File: config.mk
export PLATFORM = sky130hd
export DESIGN_NAME = master_sync
export DESIGN_NICKNAME = d
export VERILOG_FILES = /design/src/design/master_sync_pkg.sv /design/src/design/mailbox_decode.sv /design/src/design/timestamp_ram.sv /design/src/design/offset_execute.sv /design/src/design/sync_result.sv /design/src/design/master_sync.sv
export VERILOG_INCLUDE_DIRS = /design/src /design/src/include
export SDC_FILE = /design/constraint.sdc
export NUM_CORES = 1
export LEC_CHECK = 0
export ABC_AREA = 0
export BUFFER_PORTS_ARGS = -buffer_cell sky130_fd_sc_hd__buf_2
export CAP_MARGIN = 0
export CORE_MARGIN = 2
export CORE_UTILIZATION = 46
export CTS_BUF_LIST = sky130_fd_sc_hd__clkbuf_16
export DETAILED_ROUTE_END_ITERATION = 6
export PLACE_DENSITY = 0.69
export SYNTH_ARGS = -nofsm -noshare
export SYNTH_HDL_FRONTEND = slang
export SYNTH_SLANG_ARGS = --single-unit
export TNS_END_PERCENT = 10
File: constraint.sdc
create_clock -name clk_i -period 9.95 [get_ports clk_i]
set_clock_uncertainty 0.15 [all_clocks]
set_input_delay 2.985 -clock clk_i [delete_from_list [all_inputs] [get_ports clk_i]]
set_output_delay 2.985 -clock clk_i [all_outputs]
set_load 0.05 [all_outputs]
File: src/include/master_sync_defines.svh
`ifndef MASTER_SYNC_DEFINES_SVH
`define MASTER_SYNC_DEFINES_SVH

// Remote nodes served by the master
`define MS_NODES 4
`define MS_NODE_W 2

// Receive buffer address map
`define MS_PTR_W 8
`define MS_MSG_LEN 16
`define MS_HIPRI_BASE 32

// Byte offsets inside one mailbox
`define MS_FLAG_OFS 2
`define MS_TS_OFS 4

`define MS_TS_WORDS 4 // Timestamp words per node

`endif

File: src/design/master_sync_pkg.sv
`include "master_sync_defines.svh"

package master_sync_pkg;

	localparam int TS_WORD_W = $clog2(`MS_TS_WORDS);

	typedef struct packed {
		logic [`MS_PTR_W-1:0] addr;
		logic [7:0]           data;
		logic                 we;
	} rx_write_t;

	// Local transmit/receive counter captures
	typedef struct packed {
		logic [15:0] rx2;
		logic [15:0] tx2;
		logic [15:0] rx1;
		logic [15:0] tx1;
	} snapshot_t;

	typedef struct packed {
		logic [`MS_NODE_W-1:0] node;
		logic [TS_WORD_W-1:0]  word;
	} ts_index_t;

	typedef struct packed {
		logic       bank; // High byte bank when set
		ts_index_t  index;
		logic [7:0] data;
		logic       we;
	} ts_write_t;

	typedef logic [`MS_NODES-1:0] node_mask_t;

	typedef struct packed {
		node_mask_t rx_ok;
		node_mask_t sync_ok;
		node_mask_t slave_rdy;
		node_mask_t scope_trigger;
	} node_status_t;

	typedef struct packed {
		logic [15:0] delay;
		logic [15:0] offset;
	} node_result_t;

	typedef node_result_t [`MS_NODES-1:0] result_array_t;

endpackage

File: src/design/mailbox_decode.sv
`timescale 1ns/1ps
`include "master_sync_defines.svh"

module mailbox_decode (
	input  logic                        clk_i,
	input  logic                        rst_i,
	input  master_sync_pkg::rx_write_t  rx_write_i,
	input  logic                        cycle_start_i,
	output master_sync_pkg::ts_write_t  ts_wr_o,
	output logic [`MS_NODES-1:0][15:0]  flags_o,
	output master_sync_pkg::node_mask_t rdy_lo_o,
	output master_sync_pkg::node_mask_t rdy_hi_o
);
	localparam int PTR_W = `MS_PTR_W;

	master_sync_pkg::node_mask_t rdy_lo_nxt;
	master_sync_pkg::node_mask_t rdy_hi_nxt;
	master_sync_pkg::node_mask_t prev_ok;
	master_sync_pkg::node_mask_t flag_lo_we;
	master_sync_pkg::node_mask_t flag_hi_we;

	// Node 0 is always allowed, node i waits for a full set from node i-1
	assign prev_ok = {rdy_lo_o[`MS_NODES-2:0] & rdy_hi_o[`MS_NODES-2:0], 1'b1};

	always_comb begin
		ts_wr_o = '0;
		ts_wr_o.data = rx_write_i.data;
		rdy_lo_nxt = rdy_lo_o;
		rdy_hi_nxt = rdy_hi_o;
		flag_lo_we = '0;
		flag_hi_we = '0;
		for (int n = 0; n < `MS_NODES; n++) begin
			if (rx_write_i.addr == PTR_W'(`MS_HIPRI_BASE + n*`MS_MSG_LEN + `MS_FLAG_OFS))
				flag_lo_we[n] = rx_write_i.we;
			if (rx_write_i.addr == PTR_W'(`MS_HIPRI_BASE + n*`MS_MSG_LEN + `MS_FLAG_OFS + 1))
				flag_hi_we[n] = rx_write_i.we;

			for (int k = 0; k < `MS_TS_WORDS; k++) begin
				// Low byte of word k
				if (rx_write_i.addr == PTR_W'(`MS_HIPRI_BASE + n*`MS_MSG_LEN + `MS_TS_OFS + 2*k)) begin
					ts_wr_o.we = rx_write_i.we;
					ts_wr_o.bank = 1'b0;
					ts_wr_o.index.node = n[`MS_NODE_W-1:0];
					ts_wr_o.index.word = k[master_sync_pkg::TS_WORD_W-1:0];
					if (rx_write_i.we && prev_ok[n])
						rdy_lo_nxt[n] = 1'b1;
				end
				// High byte, only after the low byte was seen
				if (rx_write_i.addr ==
						PTR_W'(`MS_HIPRI_BASE + n*`MS_MSG_LEN + `MS_TS_OFS + 2*k + 1)) begin
					ts_wr_o.we = rx_write_i.we;
					ts_wr_o.bank = 1'b1;
					ts_wr_o.index.node = n[`MS_NODE_W-1:0];
					ts_wr_o.index.word = k[master_sync_pkg::TS_WORD_W-1:0];
					if (rx_write_i.we && prev_ok[n] && rdy_lo_o[n])
						rdy_hi_nxt[n] = 1'b1;
				end
			end
		end
	end

	always_ff @(posedge clk_i) begin
		if (rst_i || cycle_start_i) begin // Cycle start beats a write
			rdy_lo_o <= '0;
			rdy_hi_o <= '0;
			flags_o <= '0;
		end else begin
			rdy_lo_o <= rdy_lo_nxt;
			rdy_hi_o <= rdy_hi_nxt;
			for (int n = 0; n < `MS_NODES; n++) begin
				if (flag_lo_we[n])
					flags_o[n][7:0] <= rx_write_i.data;
				if (flag_hi_we[n])
					flags_o[n][15:8] <= rx_write_i.data;
			end
		end
	end

endmodule

File: src/design/timestamp_ram.sv
`timescale 1ns/1ps
`include "master_sync_defines.svh"

module timestamp_ram (
	input  logic                       clk_i,
	input  logic                       rst_i,
	input  master_sync_pkg::ts_write_t ts_wr_i,
	input  master_sync_pkg::ts_index_t rd_index_i,
	output logic [15:0]                rd_data_o
);
	localparam int DEPTH = `MS_NODES * `MS_TS_WORDS;

	logic [7:0] bank_lo [DEPTH];
	logic [7:0] bank_hi [DEPTH];

	always_ff @(posedge clk_i) begin
		if (rst_i) begin
			for (int i = 0; i < DEPTH; i++) begin
				bank_lo[i] <= '0;
				bank_hi[i] <= '0;
			end
		end else if (ts_wr_i.we) begin
			if (ts_wr_i.bank)
				bank_hi[ts_wr_i.index] <= ts_wr_i.data;
			else
				bank_lo[ts_wr_i.index] <= ts_wr_i.data;
		end
	end

	// Asynchronous read, sequencer uses the word in the same cycle
	assign rd_data_o = {bank_hi[rd_index_i], bank_lo[rd_index_i]};

endmodule

File: src/design/offset_execute.sv
`timescale 1ns/1ps
`include "master_sync_defines.svh"

module offset_execute (
	input  logic                          clk_i,
	input  logic                          rst_i,
	input  logic                          cycle_pulse_i,
	input  master_sync_pkg::snapshot_t    snapshot_i,
	input  logic [15:0]                   rd_data_i,
	output master_sync_pkg::ts_index_t    rd_index_o,
	output logic                          cycle_start_o,
	output logic                          res_we_o,
	output logic [`MS_NODE_W-1:0]         res_node_o,
	output master_sync_pkg::node_result_t res_o,
	output logic                          seq_done_o
);
	localparam int WORD_W = master_sync_pkg::TS_WORD_W;
	localparam logic [`MS_NODE_W-1:0] LAST_NODE = `MS_NODE_W'(`MS_NODES - 1);

	typedef enum logic [2:0] {
		S_IDLE,
		S_W0, // Own word 0
		S_W1, // Own word 1
		S_P2, // Previous node word 2 or tx1
		S_P3, // Previous node word 3 or rx1
		S_STORE
	} state_t;

	state_t                     state_q;
	logic [`MS_NODE_W-1:0]      node_q;
	master_sync_pkg::snapshot_t snap_q;
	logic [15:0]                acc_delay;
	logic [15:0]                acc_offset;
	logic [15:0]                operand;

	assign cycle_start_o = cycle_pulse_i && (state_q == S_IDLE);
	assign res_we_o = (state_q == S_STORE);
	assign res_node_o = node_q;
	assign res_o = {acc_delay, acc_offset};
	assign seq_done_o = res_we_o && (node_q == LAST_NODE);

	always_comb begin
		rd_index_o.node = node_q;
		rd_index_o.word = '0;
		case (state_q)
			S_W1: rd_index_o.word = WORD_W'(1);
			S_P2: begin
				rd_index_o.node = node_q - 1'b1;
				rd_index_o.word = WORD_W'(2);
			end
			S_P3: begin
				rd_index_o.node = node_q - 1'b1;
				rd_index_o.word = WORD_W'(3);
			end
			default: ;
		endcase
	end

	// Node 0 has no neighbour, it pairs with the local snapshot
	always_comb begin
		operand = rd_data_i;
		if (node_q == '0) begin
			if (state_q == S_P2)
				operand = snap_q.tx1;
			else if (state_q == S_P3)
				operand = snap_q.rx1;
		end
	end

	always_ff @(posedge clk_i) begin
		if (rst_i) begin
			state_q <= S_IDLE;
			node_q <= '0;
		end else begin
			case (state_q)
				S_IDLE: begin
					node_q <= '0;
					if (cycle_pulse_i)
						state_q <= S_W0;
				end
				S_W0: state_q <= S_W1;
				S_W1: state_q <= S_P2;
				S_P2: state_q <= S_P3;
				S_P3: state_q <= S_STORE;
				S_STORE: begin
					node_q <= node_q + 1'b1;
					state_q <= (node_q == LAST_NODE) ? S_IDLE : S_W0;
				end
				default: state_q <= S_IDLE;
			endcase
		end
	end

	always_ff @(posedge clk_i) begin
		if (cycle_start_o)
			snap_q <= snapshot_i;
		case (state_q)
			S_W0: begin
				acc_delay <= acc_delay + operand;
				acc_offset <= acc_offset + operand;
			end
			S_W1: begin
				acc_delay <= acc_delay - operand;
				acc_offset <= acc_offset + operand;
			end
			S_P2: begin
				acc_delay <= acc_delay - operand;
				acc_offset <= acc_offset - operand;
			end
			S_P3: begin
				acc_delay <= acc_delay + operand;
				acc_offset <= acc_offset - operand;
			end
			default: begin // Idle and store start the next node from zero
				acc_delay <= '0;
				acc_offset <= '0;
			end
		endcase
	end

endmodule

File: src/design/sync_result.sv
`timescale 1ns/1ps
`include "master_sync_defines.svh"

module sync_result (
	input  logic                          clk_i,
	input  logic                          rst_i,
	input  logic                          cycle_start_i,
	input  logic [`MS_NODES-1:0][15:0]    flags_i,
	input  master_sync_pkg::node_mask_t   rdy_lo_i,
	input  master_sync_pkg::node_mask_t   rdy_hi_i,
	input  logic                          res_we_i,
	input  logic [`MS_NODE_W-1:0]         res_node_i,
	input  master_sync_pkg::node_result_t res_i,
	input  logic                          seq_done_i,
	output master_sync_pkg::node_status_t status_o,
	output master_sync_pkg::result_array_t results_o,
	output logic                          done_o
);
	master_sync_pkg::node_status_t status_nxt;

	always_comb begin
		status_nxt.rx_ok = rdy_lo_i & rdy_hi_i;
		for (int n = 0; n < `MS_NODES; n++) begin
			status_nxt.sync_ok[n] = status_nxt.rx_ok[n] & flags_i[n][0];
			status_nxt.slave_rdy[n] = status_nxt.sync_ok[n] & flags_i[n][1];
			status_nxt.scope_trigger[n] = status_nxt.rx_ok[n] & flags_i[n][2];
		end
	end

	always_ff @(posedge clk_i) begin
		if (rst_i) begin
			status_o <= '0;
			results_o <= '0;
			done_o <= 1'b0;
		end else begin
			done_o <= seq_done_i; // One cycle after the last store
			if (cycle_start_i)
				status_o <= status_nxt;
			if (res_we_i)
				results_o[res_node_i] <= res_i;
		end
	end

endmodule

File: src/design/master_sync.sv
`timescale 1ns/1ps
`include "master_sync_defines.svh"

module master_sync (
	input  logic                           clk_i,
	input  logic                           rst_i,
	input  master_sync_pkg::rx_write_t     rx_write_i,
	input  logic                           cycle_pulse_i,
	input  master_sync_pkg::snapshot_t     snapshot_i,
	output master_sync_pkg::node_status_t  status_o,
	output master_sync_pkg::result_array_t results_o,
	output logic                           done_o
);
	master_sync_pkg::ts_write_t    ts_wr;
	master_sync_pkg::ts_index_t    rd_index;
	master_sync_pkg::node_mask_t   rdy_lo;
	master_sync_pkg::node_mask_t   rdy_hi;
	master_sync_pkg::node_result_t res;
	logic [`MS_NODES-1:0][15:0]    flags;
	logic [15:0]                   rd_data;
	logic [`MS_NODE_W-1:0]         res_node;
	logic                          cycle_start;
	logic                          res_we;
	logic                          seq_done;

	mailbox_decode mailbox_decode_i (
		.clk_i         (clk_i),
		.rst_i         (rst_i),
		.rx_write_i    (rx_write_i),
		.cycle_start_i (cycle_start),
		.ts_wr_o       (ts_wr),
		.flags_o       (flags),
		.rdy_lo_o      (rdy_lo),
		.rdy_hi_o      (rdy_hi)
	);

	timestamp_ram timestamp_ram_i (
		.clk_i      (clk_i),
		.rst_i      (rst_i),
		.ts_wr_i    (ts_wr),
		.rd_index_i (rd_index),
		.rd_data_o  (rd_data)
	);

	offset_execute offset_execute_i (
		.clk_i         (clk_i),
		.rst_i         (rst_i),
		.cycle_pulse_i (cycle_pulse_i),
		.snapshot_i    (snapshot_i),
		.rd_data_i     (rd_data),
		.rd_index_o    (rd_index),
		.cycle_start_o (cycle_start),
		.res_we_o      (res_we),
		.res_node_o    (res_node),
		.res_o         (res),
		.seq_done_o    (seq_done)
	);

	sync_result sync_result_i (
		.clk_i         (clk_i),
		.rst_i         (rst_i),
		.cycle_start_i (cycle_start),
		.flags_i       (flags),
		.rdy_lo_i      (rdy_lo),
		.rdy_hi_i      (rdy_hi),
		.res_we_i      (res_we),
		.res_node_i    (res_node),
		.res_i         (res),
		.seq_done_i    (seq_done),
		.status_o      (status_o),
		.results_o     (results_o),
		.done_o        (done_o)
	);

endmodule

==> results of run 1 <==
==> kinds of logic after synthesis <==
group	Yosys count	share of synthesized area (%)
xor+xnor	58	2.31
compound gates	530	15.1
buf+inv	188	3.48
simple gates	970	21.4
flops	490	55.3
fa+ha+maj	37	2.08
mux	6	0.267
==> cells in the final DEF, fill, tap and decap left out, drive strengths merged, types with 33 or more instances in the layout <==
| master | instances |
|---|---|
| nand2 | 361 |
| edfxtp | 288 |
| and2 | 261 |
| buf | 233 |
| a21oi | 232 |
| dfxtp | 202 |
| nor2 | 122 |
| clkbuf | 55 |
| a221oi | 55 |
| o21ai | 53 |
| nand3 | 43 |
| inv | 37 |
| ha | 35 |
| and3 | 34 |
| or2 | 33 |
==> layer usage <==
layer | track usage [%] | routed length, µm
met5 | 0 | 27
met4 | 10.9 | 2610
met3 | 3.94 | 5700
met2 | 42.6 | 32500
met1 | 34.1 | 27400
==> metrics by stage <==
| step | hold WS, ns | total power [mW] | std cells |
|---|---|---|---|
| after floorplan | 0.286 | 3.18 | 2279 |
| after global placement | 0.288 | 3.45 | 3011 |
| after detailed placement | 0.293 | 3.50 | 3011 |
| after CTS | 0.301 | 5.41 | 3107 |
| after global routing | 0.318 | 5.63 | 3107 |
| final | 0.300 | 5.42 | 3110 |
==> worst min-delay path by stage <==
stage / depth (start not counted) / startpoint / endpoint / slack, ns
CTS: 2 / sync_result_i.results_o[90] / sync_result_i.results_o[90] / 0.30
global placement: 2 / sync_result_i.results_o[118] / sync_result_i.results_o[118] / 0.29
global route: 2 / sync_result_i.results_o[24] / sync_result_i.results_o[24] / 0.32
finish: 2 / sync_result_i.results_o[90] / sync_result_i.results_o[90] / 0.30
floorplan: 2 / mailbox_decode_i.flags_o[17] / mailbox_decode_i.flags_o[17] / 0.29
detailed placement: 2 / sync_result_i.results_o[90] / sync_result_i.results_o[90] / 0.29
==> critical path, stage by stage, from the launching register on <==
cell and delay [ns]:
dfxtp_2 0.74, buf_4 0.55, nor3b_4 0.07, buf_4 0.36, o21ai_0 0.76, o21ai_1 0.47, o32ai_1 0.46, a31o_2 0.27
inv_1 0.07, ha_1 0.24, nor4b_1 0.18, or2b_1 0.21, nand2_1 0.07, xnor2_1 0.22, ha_1 0.33, nand2_1 0.08
o21ai_0 0.11, nor2_1 0.17, a2111oi_0 0.13, a211o_1 0.30, o41ai_1 0.77, nor3b_1 0.26, mux2i_1 0.10, nand3_1 0.09
==> flip-flops by register name (all words and copies together) (netlist names), named ones only <==
signal                       flops
sync_result_i.results_o        128
timestamp_ram_i.bank_hi        128
timestamp_ram_i.bank_lo        128
offset_execute_i.snap_q         32
offset_execute_i.acc_delay      16
offset_execute_i.acc_offset     16
sync_result_i.status_o          16
mailbox_decode_i.flags_o        12
mailbox_decode_i.rdy_hi_o        4
mailbox_decode_i.rdy_lo_o        3
offset_execute_i.state_q         3
offset_execute_i.res_node_o      2
sync_result_i.done_o             1
==> power groups by stage <==
stage | clock [mW] | sequential [mW] | combinational [mW]
floorplan | 0 | 2.37 | 0.818
global route | 2.04 | 2.39 | 1.20
finish | 1.94 | 2.38 | 1.10
detailed placement | 0 | 2.42 | 1.07
global placement | 0 | 2.42 | 1.04
CTS | 1.96 | 2.38 | 1.08
==> final cells by class <==
class                      count  area (µm²)  share of cell area [%]
clock buffer                  55        1380                    5.28
sequential                   490       12700                    48.7
antenna                        3        7.51                  0.0288
clock inverter                41         329                    1.26
multi-input combinational   1601        9480                    36.4
timing repair buffer         233        1260                    4.84
tap                          664         831                    3.19
inverter                      23        86.3                   0.331
==> run_results.csv, run 1 <==
group,metric,value,unit
power,power_frac_comb,20.2,%
sta,hold_viol_final,0,
sta,finalMaxSlewViolations,0,
power,internal_power,3.80,mW
status,status,"completed",
clock_tree,cts_resized,0,
synthesis,yosysTopAreaCell,"edfxtp_1",
floorplan,num_rows,81,
clock_tree,cts.sinks,490,
synthesis,async_flop_share,0,%
detailed_routing,drcViolationCount,0,
final_layout,nets,2521,
clock_tree,post-cts-setup-buffers,0,
synthesis,syn_area,23000,µm²
sta,max_freq,0.138,GHz
global_routing,overflow,0,
global_routing,grt_pass1_vias,17100,
power,sw_frac_of_total,29.8,%
setup_path,r2r_setup_slack,2.68,ns
power,p_clk_share,35.8,%
power,static-leakage-power,9.88,nW
placed_design,pre_cts_slack,2.86,ns
floorplan,pin_count,229,
setup_path,required,10.35,ns
synthesis,synthesis.nets,2400,
synthesis,ys_seq_area_share,55.3,%
setup_path,critPathCapture,"offset_execute_i.acc_delay[15]",
detailed_routing,dr.pass1.iters,5,
setup_path,critPathArrivalTime,7.67,ns
floorplan,die_y,227,µm
synthesis,synthCells,2279,
power,peakVddDrop,0.000136,V
placed_design,hpwl,44.7,mm
synthesis,synth_top_area_share,37.7,%
setup_path,r2r_start,"offset_execute_i.state_q[1]",
power,p_seq_share,44.0,%
global_routing,grt_antenna_before_repair,4,
synthesis,post_synth.cell_area_avg,10.1,µm²
power,power.density,208,nW/µm²
clock_tree,cts_tree,"yes",
sta,rsz0062_at_grt,"no",
clock_tree,clockBufferDepth,3,
clock_tree,ctsHtreeMaxLevel,2,
setup_path,endpoint_kind,"flop",
worst_hold_path,hp-class,"flop to flop",
final_layout,fillers,4274,
synthesis,synth_area_leaders,"edfxtp_1, dfxtp_1, and2_1, nand2_1, a21oi_1",
synthesis,ys.flop_type,"edfxtp_1",
synthesis,ys_types,98,
sta,period_needed,7.27,ns
final_layout,stdcell_area,26100,µm²
final_layout,drive_gt1_share,15.3,%
floorplan,die-area,51700,µm²
sta,timing.final.crit_share,73.1,%
detailed_routing,viasPerCell,5.93,
synthesis,yosys_warnings,0,
placed_design,globalplace.congestion,0.908,
sta,setup_viol,0,
synthesis,ys_ff_latch,490,
global_routing,grt_max_degree,103,
synthesis,synth_enable_flop_cells,288,
synthesis,post-synth-top-count-cell,"nand2_1",
setup_path,ff2ff_path_depth,23,
setup_path,path_max_fanout,52,
setup_path,start_kind,"flop",
synthesis,synthTopCellsByCount,"nand2_1, edfxtp_1, and2_1",
global_routing,grt_pass1_wl,102,mm
setup_path,r2r_end,"offset_execute_i.acc_delay[15]",
placed_design,place_area,24400,µm²
detailed_routing,ant_nets,0,
clock_tree,insertion_delay,0.62,ns
global_routing,grtUsageTotal,25.9,%
clock_tree,cts-root-buf,"clkbuf_16",
detailed_routing,first_iter_violations,2153,
clock_tree,holdBufCountCts,0,
final_layout,area_growth,13.6,%
placed_design,io_buffers,196,
run,maxCapViolCount,0,
final_layout,utilization,53.0,%
sta,worstMarginPinSlew,1.16,ns
sta,tns,0,ns
setup_path,worst-setup-path-type,"flop to flop",
floorplan,start_util,46.7,%
power,power_switching,1.61,mW
detailed_routing,drt-total-wl,68.2,mm
sta,setup_ws,2.68,ns
setup_path,critPathLaunch,"offset_execute_i.state_q[1]",
clock_tree,clk_pin_slew,0.06,ns
sta,slew_headroom,21.9,%
floorplan,core,49200,µm²
floorplan,die_w,227,µm
clock_tree,numCtsBuffers,51,
detailed_routing,vias,18400,
detailed_routing,wl_per_cell,21.9,µm
Note: power is estimated with default switching activity, not from simulation.
==> inputs of run 2 (changes only) <==
==> constraint.sdc (replaced) <==
create_clock -name clk_i -period 7.4 [get_ports clk_i]
set_clock_uncertainty 0.15 [all_clocks]
set_input_delay 2.22 -clock clk_i [delete_from_list [all_inputs] [get_ports clk_i]]
set_output_delay 2.22 -clock clk_i [all_outputs]
set_load 0.05 [all_outputs]
==> run_results.csv, run 2 (synthesis gave the netlist of run 1 again) <==
group,metric,value,unit
setup_path,r2r_setup_slack,0.76,ns
power,power_switching,2.17,mW
detailed_routing,vias,18400,
setup_path,slowest_delay,0.62,ns
clock_tree,cts-root-buf,"clkbuf_16",
power,peakVddDrop,0.000185,V
clock_tree,post-cts-setup-buffers,0,
detailed_routing,wl_per_cell,21.8,µm
sta,finalMaxSlewViolations,0,
setup_path,slowest_stage,"o21ai_1",
setup_path,required,7.80,ns
clock_tree,numCtsBuffers,52,
final_layout,top_regs,"sync_result_i.results_o: 128 flops, timestamp_ram_i.bank_hi: 128 flops, timestamp_ram_i.bank_lo: 128 flops",
clock_tree,insertion_delay,0.60,ns
sta,max_freq,0.151,GHz
sta,setup_viol,0,
global_routing,grt_pass1_wl,101,mm
clock_tree,clockBufferDepth,3,
floorplan,core,49200,µm²
sta,tns,0,ns
floorplan,die_y,227,µm
clock_tree,cts_tree,"yes",
final_layout,utilization,53.2,%
floorplan,num_rows,81,
sta,rsz0062_at_grt,"no",
floorplan,die-area,51700,µm²
placed_design,globalplace.congestion,0.945,
final_layout,nets,2539,
worst_hold_path,min_path_cells,2,
setup_path,r2r_end,"offset_execute_i.acc_delay[15]",
run,maxCapViolCount,0,
setup_path,critPathArrivalTime,7.04,ns
global_routing,grt_pass1_vias,17200,
clock_tree,ctsHtreeMaxLevel,2,
worst_hold_path,min_from,"sync_result_i.results_o[118]",
power,p_clk_share,35.0,%
clock_tree,cts.sinks,490,
final_layout,drive_gt1_share,16.0,%
global_routing,grt_max_degree,113,
detailed_routing,ant_nets,0,
detailed_routing,viasPerCell,5.87,
final_layout,layout_commonest_cell,"nand2_1",
global_routing,grtUsageTotal,25.8,%
floorplan,start_util,46.7,%
sta,slew_headroom,14.2,%
clock_tree,clk_pin_slew,0.06,ns
power,power.density,277,nW/µm²
worst_hold_path,hp-class,"flop to flop",
setup_path,ff2ff_path_depth,22,
detailed_routing,drcViolationCount,0,
detailed_routing,drt-total-wl,68.1,mm
setup_path,endpoint_kind,"flop",
placed_design,io_buffers,196,
sta,period_needed,6.64,ns
detailed_routing,dr.pass1.iters,5,
clock_tree,cts_resized,0,
final_layout,layout_common_cells,"nand2_1, edfxtp_1, and2_1",
floorplan,pin_count,229,
power,sw_frac_of_total,30.0,%
power,internal_power,5.06,mW
placed_design,hpwl,45.1,mm
setup_path,r2r_start,"offset_execute_i.state_q[1]",
worst_hold_path,hold_end,"sync_result_i.results_o[118]",
setup_path,path_max_fanout,41,
power,power_frac_comb,20.7,%
sta,worstMarginPinSlew,1.28,ns
power,p_seq_share,44.3,%
power,static-leakage-power,9.98,nW
setup_path,path_cells,"buf_4, nand3b_4, a311o_1, o21ai_1, o32ai_1, a31o_2, inv_1, ha_1, nor4b_1, or2b_1, nand2_1, xnor2_1, ha_1, nand3_1, nor3_1, nor2_1, a2111oi_0, a211o_1, o41ai_1, buf_4, or4b_1, nand3_1",
detailed_routing,first_iter_violations,1972,
global_routing,grt_antenna_before_repair,4,
status,status,"completed",
setup_path,worst-setup-path-type,"flop to flop",
clock_tree,holdBufCountCts,0,
sta,timing.final.crit_share,89.7,%
global_routing,overflow,0,
floorplan,die_w,227,µm
setup_path,start_kind,"flop",
sta,hold_viol_final,0,
final_layout,area_growth,13.9,%
run 2: how the worst max path moves through the flow:
stage                              startpoint                               to
6_report          offset_execute_i.state_q[1]   offset_execute_i.acc_delay[15]
5_1_grt           offset_execute_i.state_q[1]   offset_execute_i.acc_delay[15]
4_1_cts           offset_execute_i.state_q[1]   offset_execute_i.acc_delay[15]
3_5_place_dp      offset_execute_i.state_q[1]   offset_execute_i.acc_delay[15]
3_3_place_gp      offset_execute_i.state_q[1]   offset_execute_i.acc_delay[15]
2_1_floorplan  offset_execute_i.res_node_o[0]  offset_execute_i.acc_offset[15]
run 2: power groups by stage:
stage / Clock, mW / Combinational [mW] / Sequential, mW
floorplan: 0 / 1.10 / 3.18
global placement: 0 / 1.41 / 3.25
detailed placement: 0 / 1.46 / 3.26
CTS: 2.56 / 1.47 / 3.20
global route: 2.66 / 1.63 / 3.22
finish: 2.53 / 1.49 / 3.21
run 2: layout make-up:
type | count | area (µm²)
clock inverters | 42 | 277
clock buffers | 55 | 1380
diodes | 3 | 7.51
fillers | 4300 | 23000
multi-input cells | 1601 | 9480
repair buffers | 250 | 1390
inverters | 23 | 86.3
flip-flops and latches | 490 | 12700
well taps | 664 | 831
run 2: layer usage:
metal	GRT usage (%)	vias to the layer above	part of all wire, %	wire, µm
met5	0	-	0.059	40
met4	10.5	6	3.5	2380
met3	3.96	158	8.8	6010
met2	42.1	935	47	32200
met1	34.3	8807	40	27400
li1	-	8448	-	-
run 2: stage by stage:
stage / hold slack (ns) / power, mW / worst slack (ns) / area [µm²] / instances
floorplan: 0.286 / 4.28 / 1.54 / 23000 / 2279
global placement: 0.289 / 4.66 / 0.888 / 24500 / 3028
detailed placement: 0.296 / 4.72 / 0.888 / 24500 / 3028
CTS: 0.303 / 7.22 / 0.881 / 26100 / 3125
global route: 0.319 / 7.51 / 0.312 / 26100 / 3125
finish: 0.301 / 7.23 / 0.759 / 26100 / 3128
run 2: critical path: cells and delay by family (launching register included):
kind | cells | cell delay [ns]
AO/OA/AOI/OAI | 7 | 2.33
AND/OR/NAND/NOR | 9 | 2.08
buffers and inverters | 3 | 0.76
adder cells (fa/ha/maj) | 2 | 0.61
flip-flops | 1 | 0.55
XOR/XNOR | 1 | 0.09
==> inputs of run 3 (changes only) <==
--- a/config.mk
+++ b/config.mk
@@ -9,11 +9,12 @@
 export ABC_AREA = 0
 export BUFFER_PORTS_ARGS = -buffer_cell sky130_fd_sc_hd__buf_2
 export CAP_MARGIN = 0
+export CORE_ASPECT_RATIO = 0.6
 export CORE_MARGIN = 2
-export CORE_UTILIZATION = 46
+export CORE_UTILIZATION = 59
 export CTS_BUF_LIST = sky130_fd_sc_hd__clkbuf_16
 export DETAILED_ROUTE_END_ITERATION = 6
-export PLACE_DENSITY = 0.69
+export PLACE_DENSITY = 0.84
 export SYNTH_ARGS = -nofsm -noshare
 export SYNTH_HDL_FRONTEND = slang
 export SYNTH_SLANG_ARGS = --single-unit
==> run_results.csv, run 3 (synthesis gave the netlist of run 1 again) <==
group,metric,value,unit
floorplan,core,38000,µm²
sta,hold_viol_final,0,
sta,slew_headroom,26.0,%
final_layout,stdcell_count,2954,
power,p_seq_share,45.2,%
placed_design,globalplace.congestion,0.977,
global_routing,grt_pass1_wl,107,mm
final_layout,layout_common_cells,"nand2_1, edfxtp_1, and2_1",
detailed_routing,ant_nets,0,
status,status,"completed",
power,sw_frac_of_total,31.4,%
worst_hold_path,hp-class,"flop to flop",
clock_tree,ctsHtreeMaxLevel,2,
clock_tree,clk_pin_slew,0.07,ns
detailed_routing,vias,19400,
sta,hold_ws,0.303,ns
final_layout,area_growth,12.0,%
placed_design,dp_cells,2873,
detailed_routing,viasPerCell,6.58,
clock_tree,cts_resized,0,
setup_path,endpoint_kind,"flop",
final_layout,nets,2527,
detailed_routing,dr.pass1.iters,6,
setup_path,required,7.76,ns
setup_path,cpLargestDelayFamily,"compound AO/OA/AOI/OAI gates",
clock_tree,cts-root-buf,"clkbuf_16",
setup_path,critPathArrivalTime,7.39,ns
placed_design,io_buffers,196,
floorplan,start_util,60.4,%
floorplan,num_rows,55,
clock_tree,holdBufCountCts,0,
power,p_clk_share,32.4,%
detailed_routing,first_iter_violations,3305,
final_layout,diodes,0,
setup_path,worst-setup-path-type,"flop to flop",
power,static-leakage-power,9.81,nW
power,power_frac_comb,22.4,%
setup_path,path_max_fanout,29,
power,power.density,275,nW/µm²
global_routing,grt_antenna_before_repair,0,
sta,timing.final.crit_share,95.0,%
final_layout,utilization,67.7,%
final_layout,multi_input_area,9480,µm²
floorplan,pin_count,229,
sta,rsz0062_at_grt,"no",
setup_path,start_kind,"flop",
sta,finalMaxSlewViolations,0,
final_layout,seqCellArea,12700,µm²
sta,worstMarginPinSlew,1.10,ns
sta,tns,0,ns
setup_path,slowest_stage,"o21ai_0",
clock_tree,numCtsBuffers,44,
final_layout,top_regs,"sync_result_i.results_o: 128 flops, timestamp_ram_i.bank_hi: 128 flops, timestamp_ram_i.bank_lo: 128 flops",
clock_tree,insertion_delay,0.59,ns
final_layout,fillers,2750,
setup_path,path_cells,"and3b_2, o21ai_0, o21ai_1, o32ai_1, a31o_2, inv_1, ha_1, nor4b_1, or2b_1, nand2_1, xnor2_1, ha_1, nand3_1, nor3_1, nor2_1, a2111oi_0, a211o_1, o41ai_1, or4b_1, nand3_1",
run,maxCapViolCount,0,
clock_tree,post-cts-setup-buffers,0,
power,power_switching,2.22,mW
final_layout,stdcell_area,25700,µm²
sta,max_freq,0.142,GHz
detailed_routing,drcViolationCount,0,
floorplan,die-area,40600,µm²
placed_design,place_area,24300,µm²
final_layout,drive_gt1_share,15.4,%
final_layout,layout_commonest_cell,"nand2_1",
power,peakVddDrop,0.000190,V
global_routing,grt_pass1_vias,18300,
clock_tree,cts_tree,"yes",
floorplan,die_y,157,µm
setup_path,slowest_delay,0.89,ns
floorplan,die_w,259,µm
global_routing,overflow,0,
global_routing,grt_max_degree,91,
clock_tree,clockBufferDepth,3,
sta,setup_viol,0,
setup_path,critPathBufInv,1,
clock_tree,cts.sinks,490,
global_routing,grtUsageTotal,35.1,%
placed_design,hpwl,48.7,mm
detailed_routing,wl_per_cell,24.5,µm
power,internal_power,4.85,mW
sta,period_needed,7.03,ns
detailed_routing,drt-total-wl,72.4,mm
-- run 3: per-stage QoR --
stage / power, mW / setup WS, ns
after floorplan: 4.28 / 1.54
after global placement: 4.68 / 0.969
after detailed placement: 4.75 / 0.831
after CTS: 6.98 / 0.723
after global routing: 7.30 / 0.160
final: 7.08 / 0.371
-- run 3: layout make-up --
cell class | instances | area share, %
flip-flops and latches | 490 | 49.4
multi-input cells | 1601 | 36.9
repair buffers | 246 | 5.48
clock buffers | 46 | 4.48
well taps | 513 | 2.50
clock inverters | 35 | 0.983
inverters | 23 | 0.336
-- run 3: power by group through the flow --
stage                     registers [mW]  clock network [mW]  logic, mW
after floorplan                     3.18                   0       1.10
after global placement              3.24                   0       1.44
after detailed placement            3.25                   0       1.50
after CTS                           3.19                2.27       1.51
after global routing                3.21                2.40       1.69
final                               3.20                2.29       1.58
-- run 3: tightest hold or removal path, stage by stage, from the launching register on --
cell     delay, ns
dfxtp_1       0.31
nand2_1       0.05
a21oi_1       0.05
-- run 3: final timing paths --
kind	startpoint	to	slack, ns	cells after the start
worst max-delay path	offset_execute_i.state_q[2]	offset_execute_i.acc_delay[15]	0.37	20
worst min-delay path	sync_result_i.results_o[64]	sync_result_i.results_o[64]	0.30	2
worst max register to register	offset_execute_i.state_q[2]	offset_execute_i.acc_delay[15]	0.37	20
worst min register to register	sync_result_i.results_o[64]	sync_result_i.results_o[64]	0.30	2
-- run 3: per-layer routing --
metal | part of all wire [%] | up-vias | track usage, %
met3 | 17 | 185 | 13.0
li1 | - | 8400 | -
met1 | 39 | 9367 | 50.6
met2 | 41 | 1471 | 49.4
met5 | 0 | - | 0
met4 | 2.4 | 0 | 9.85
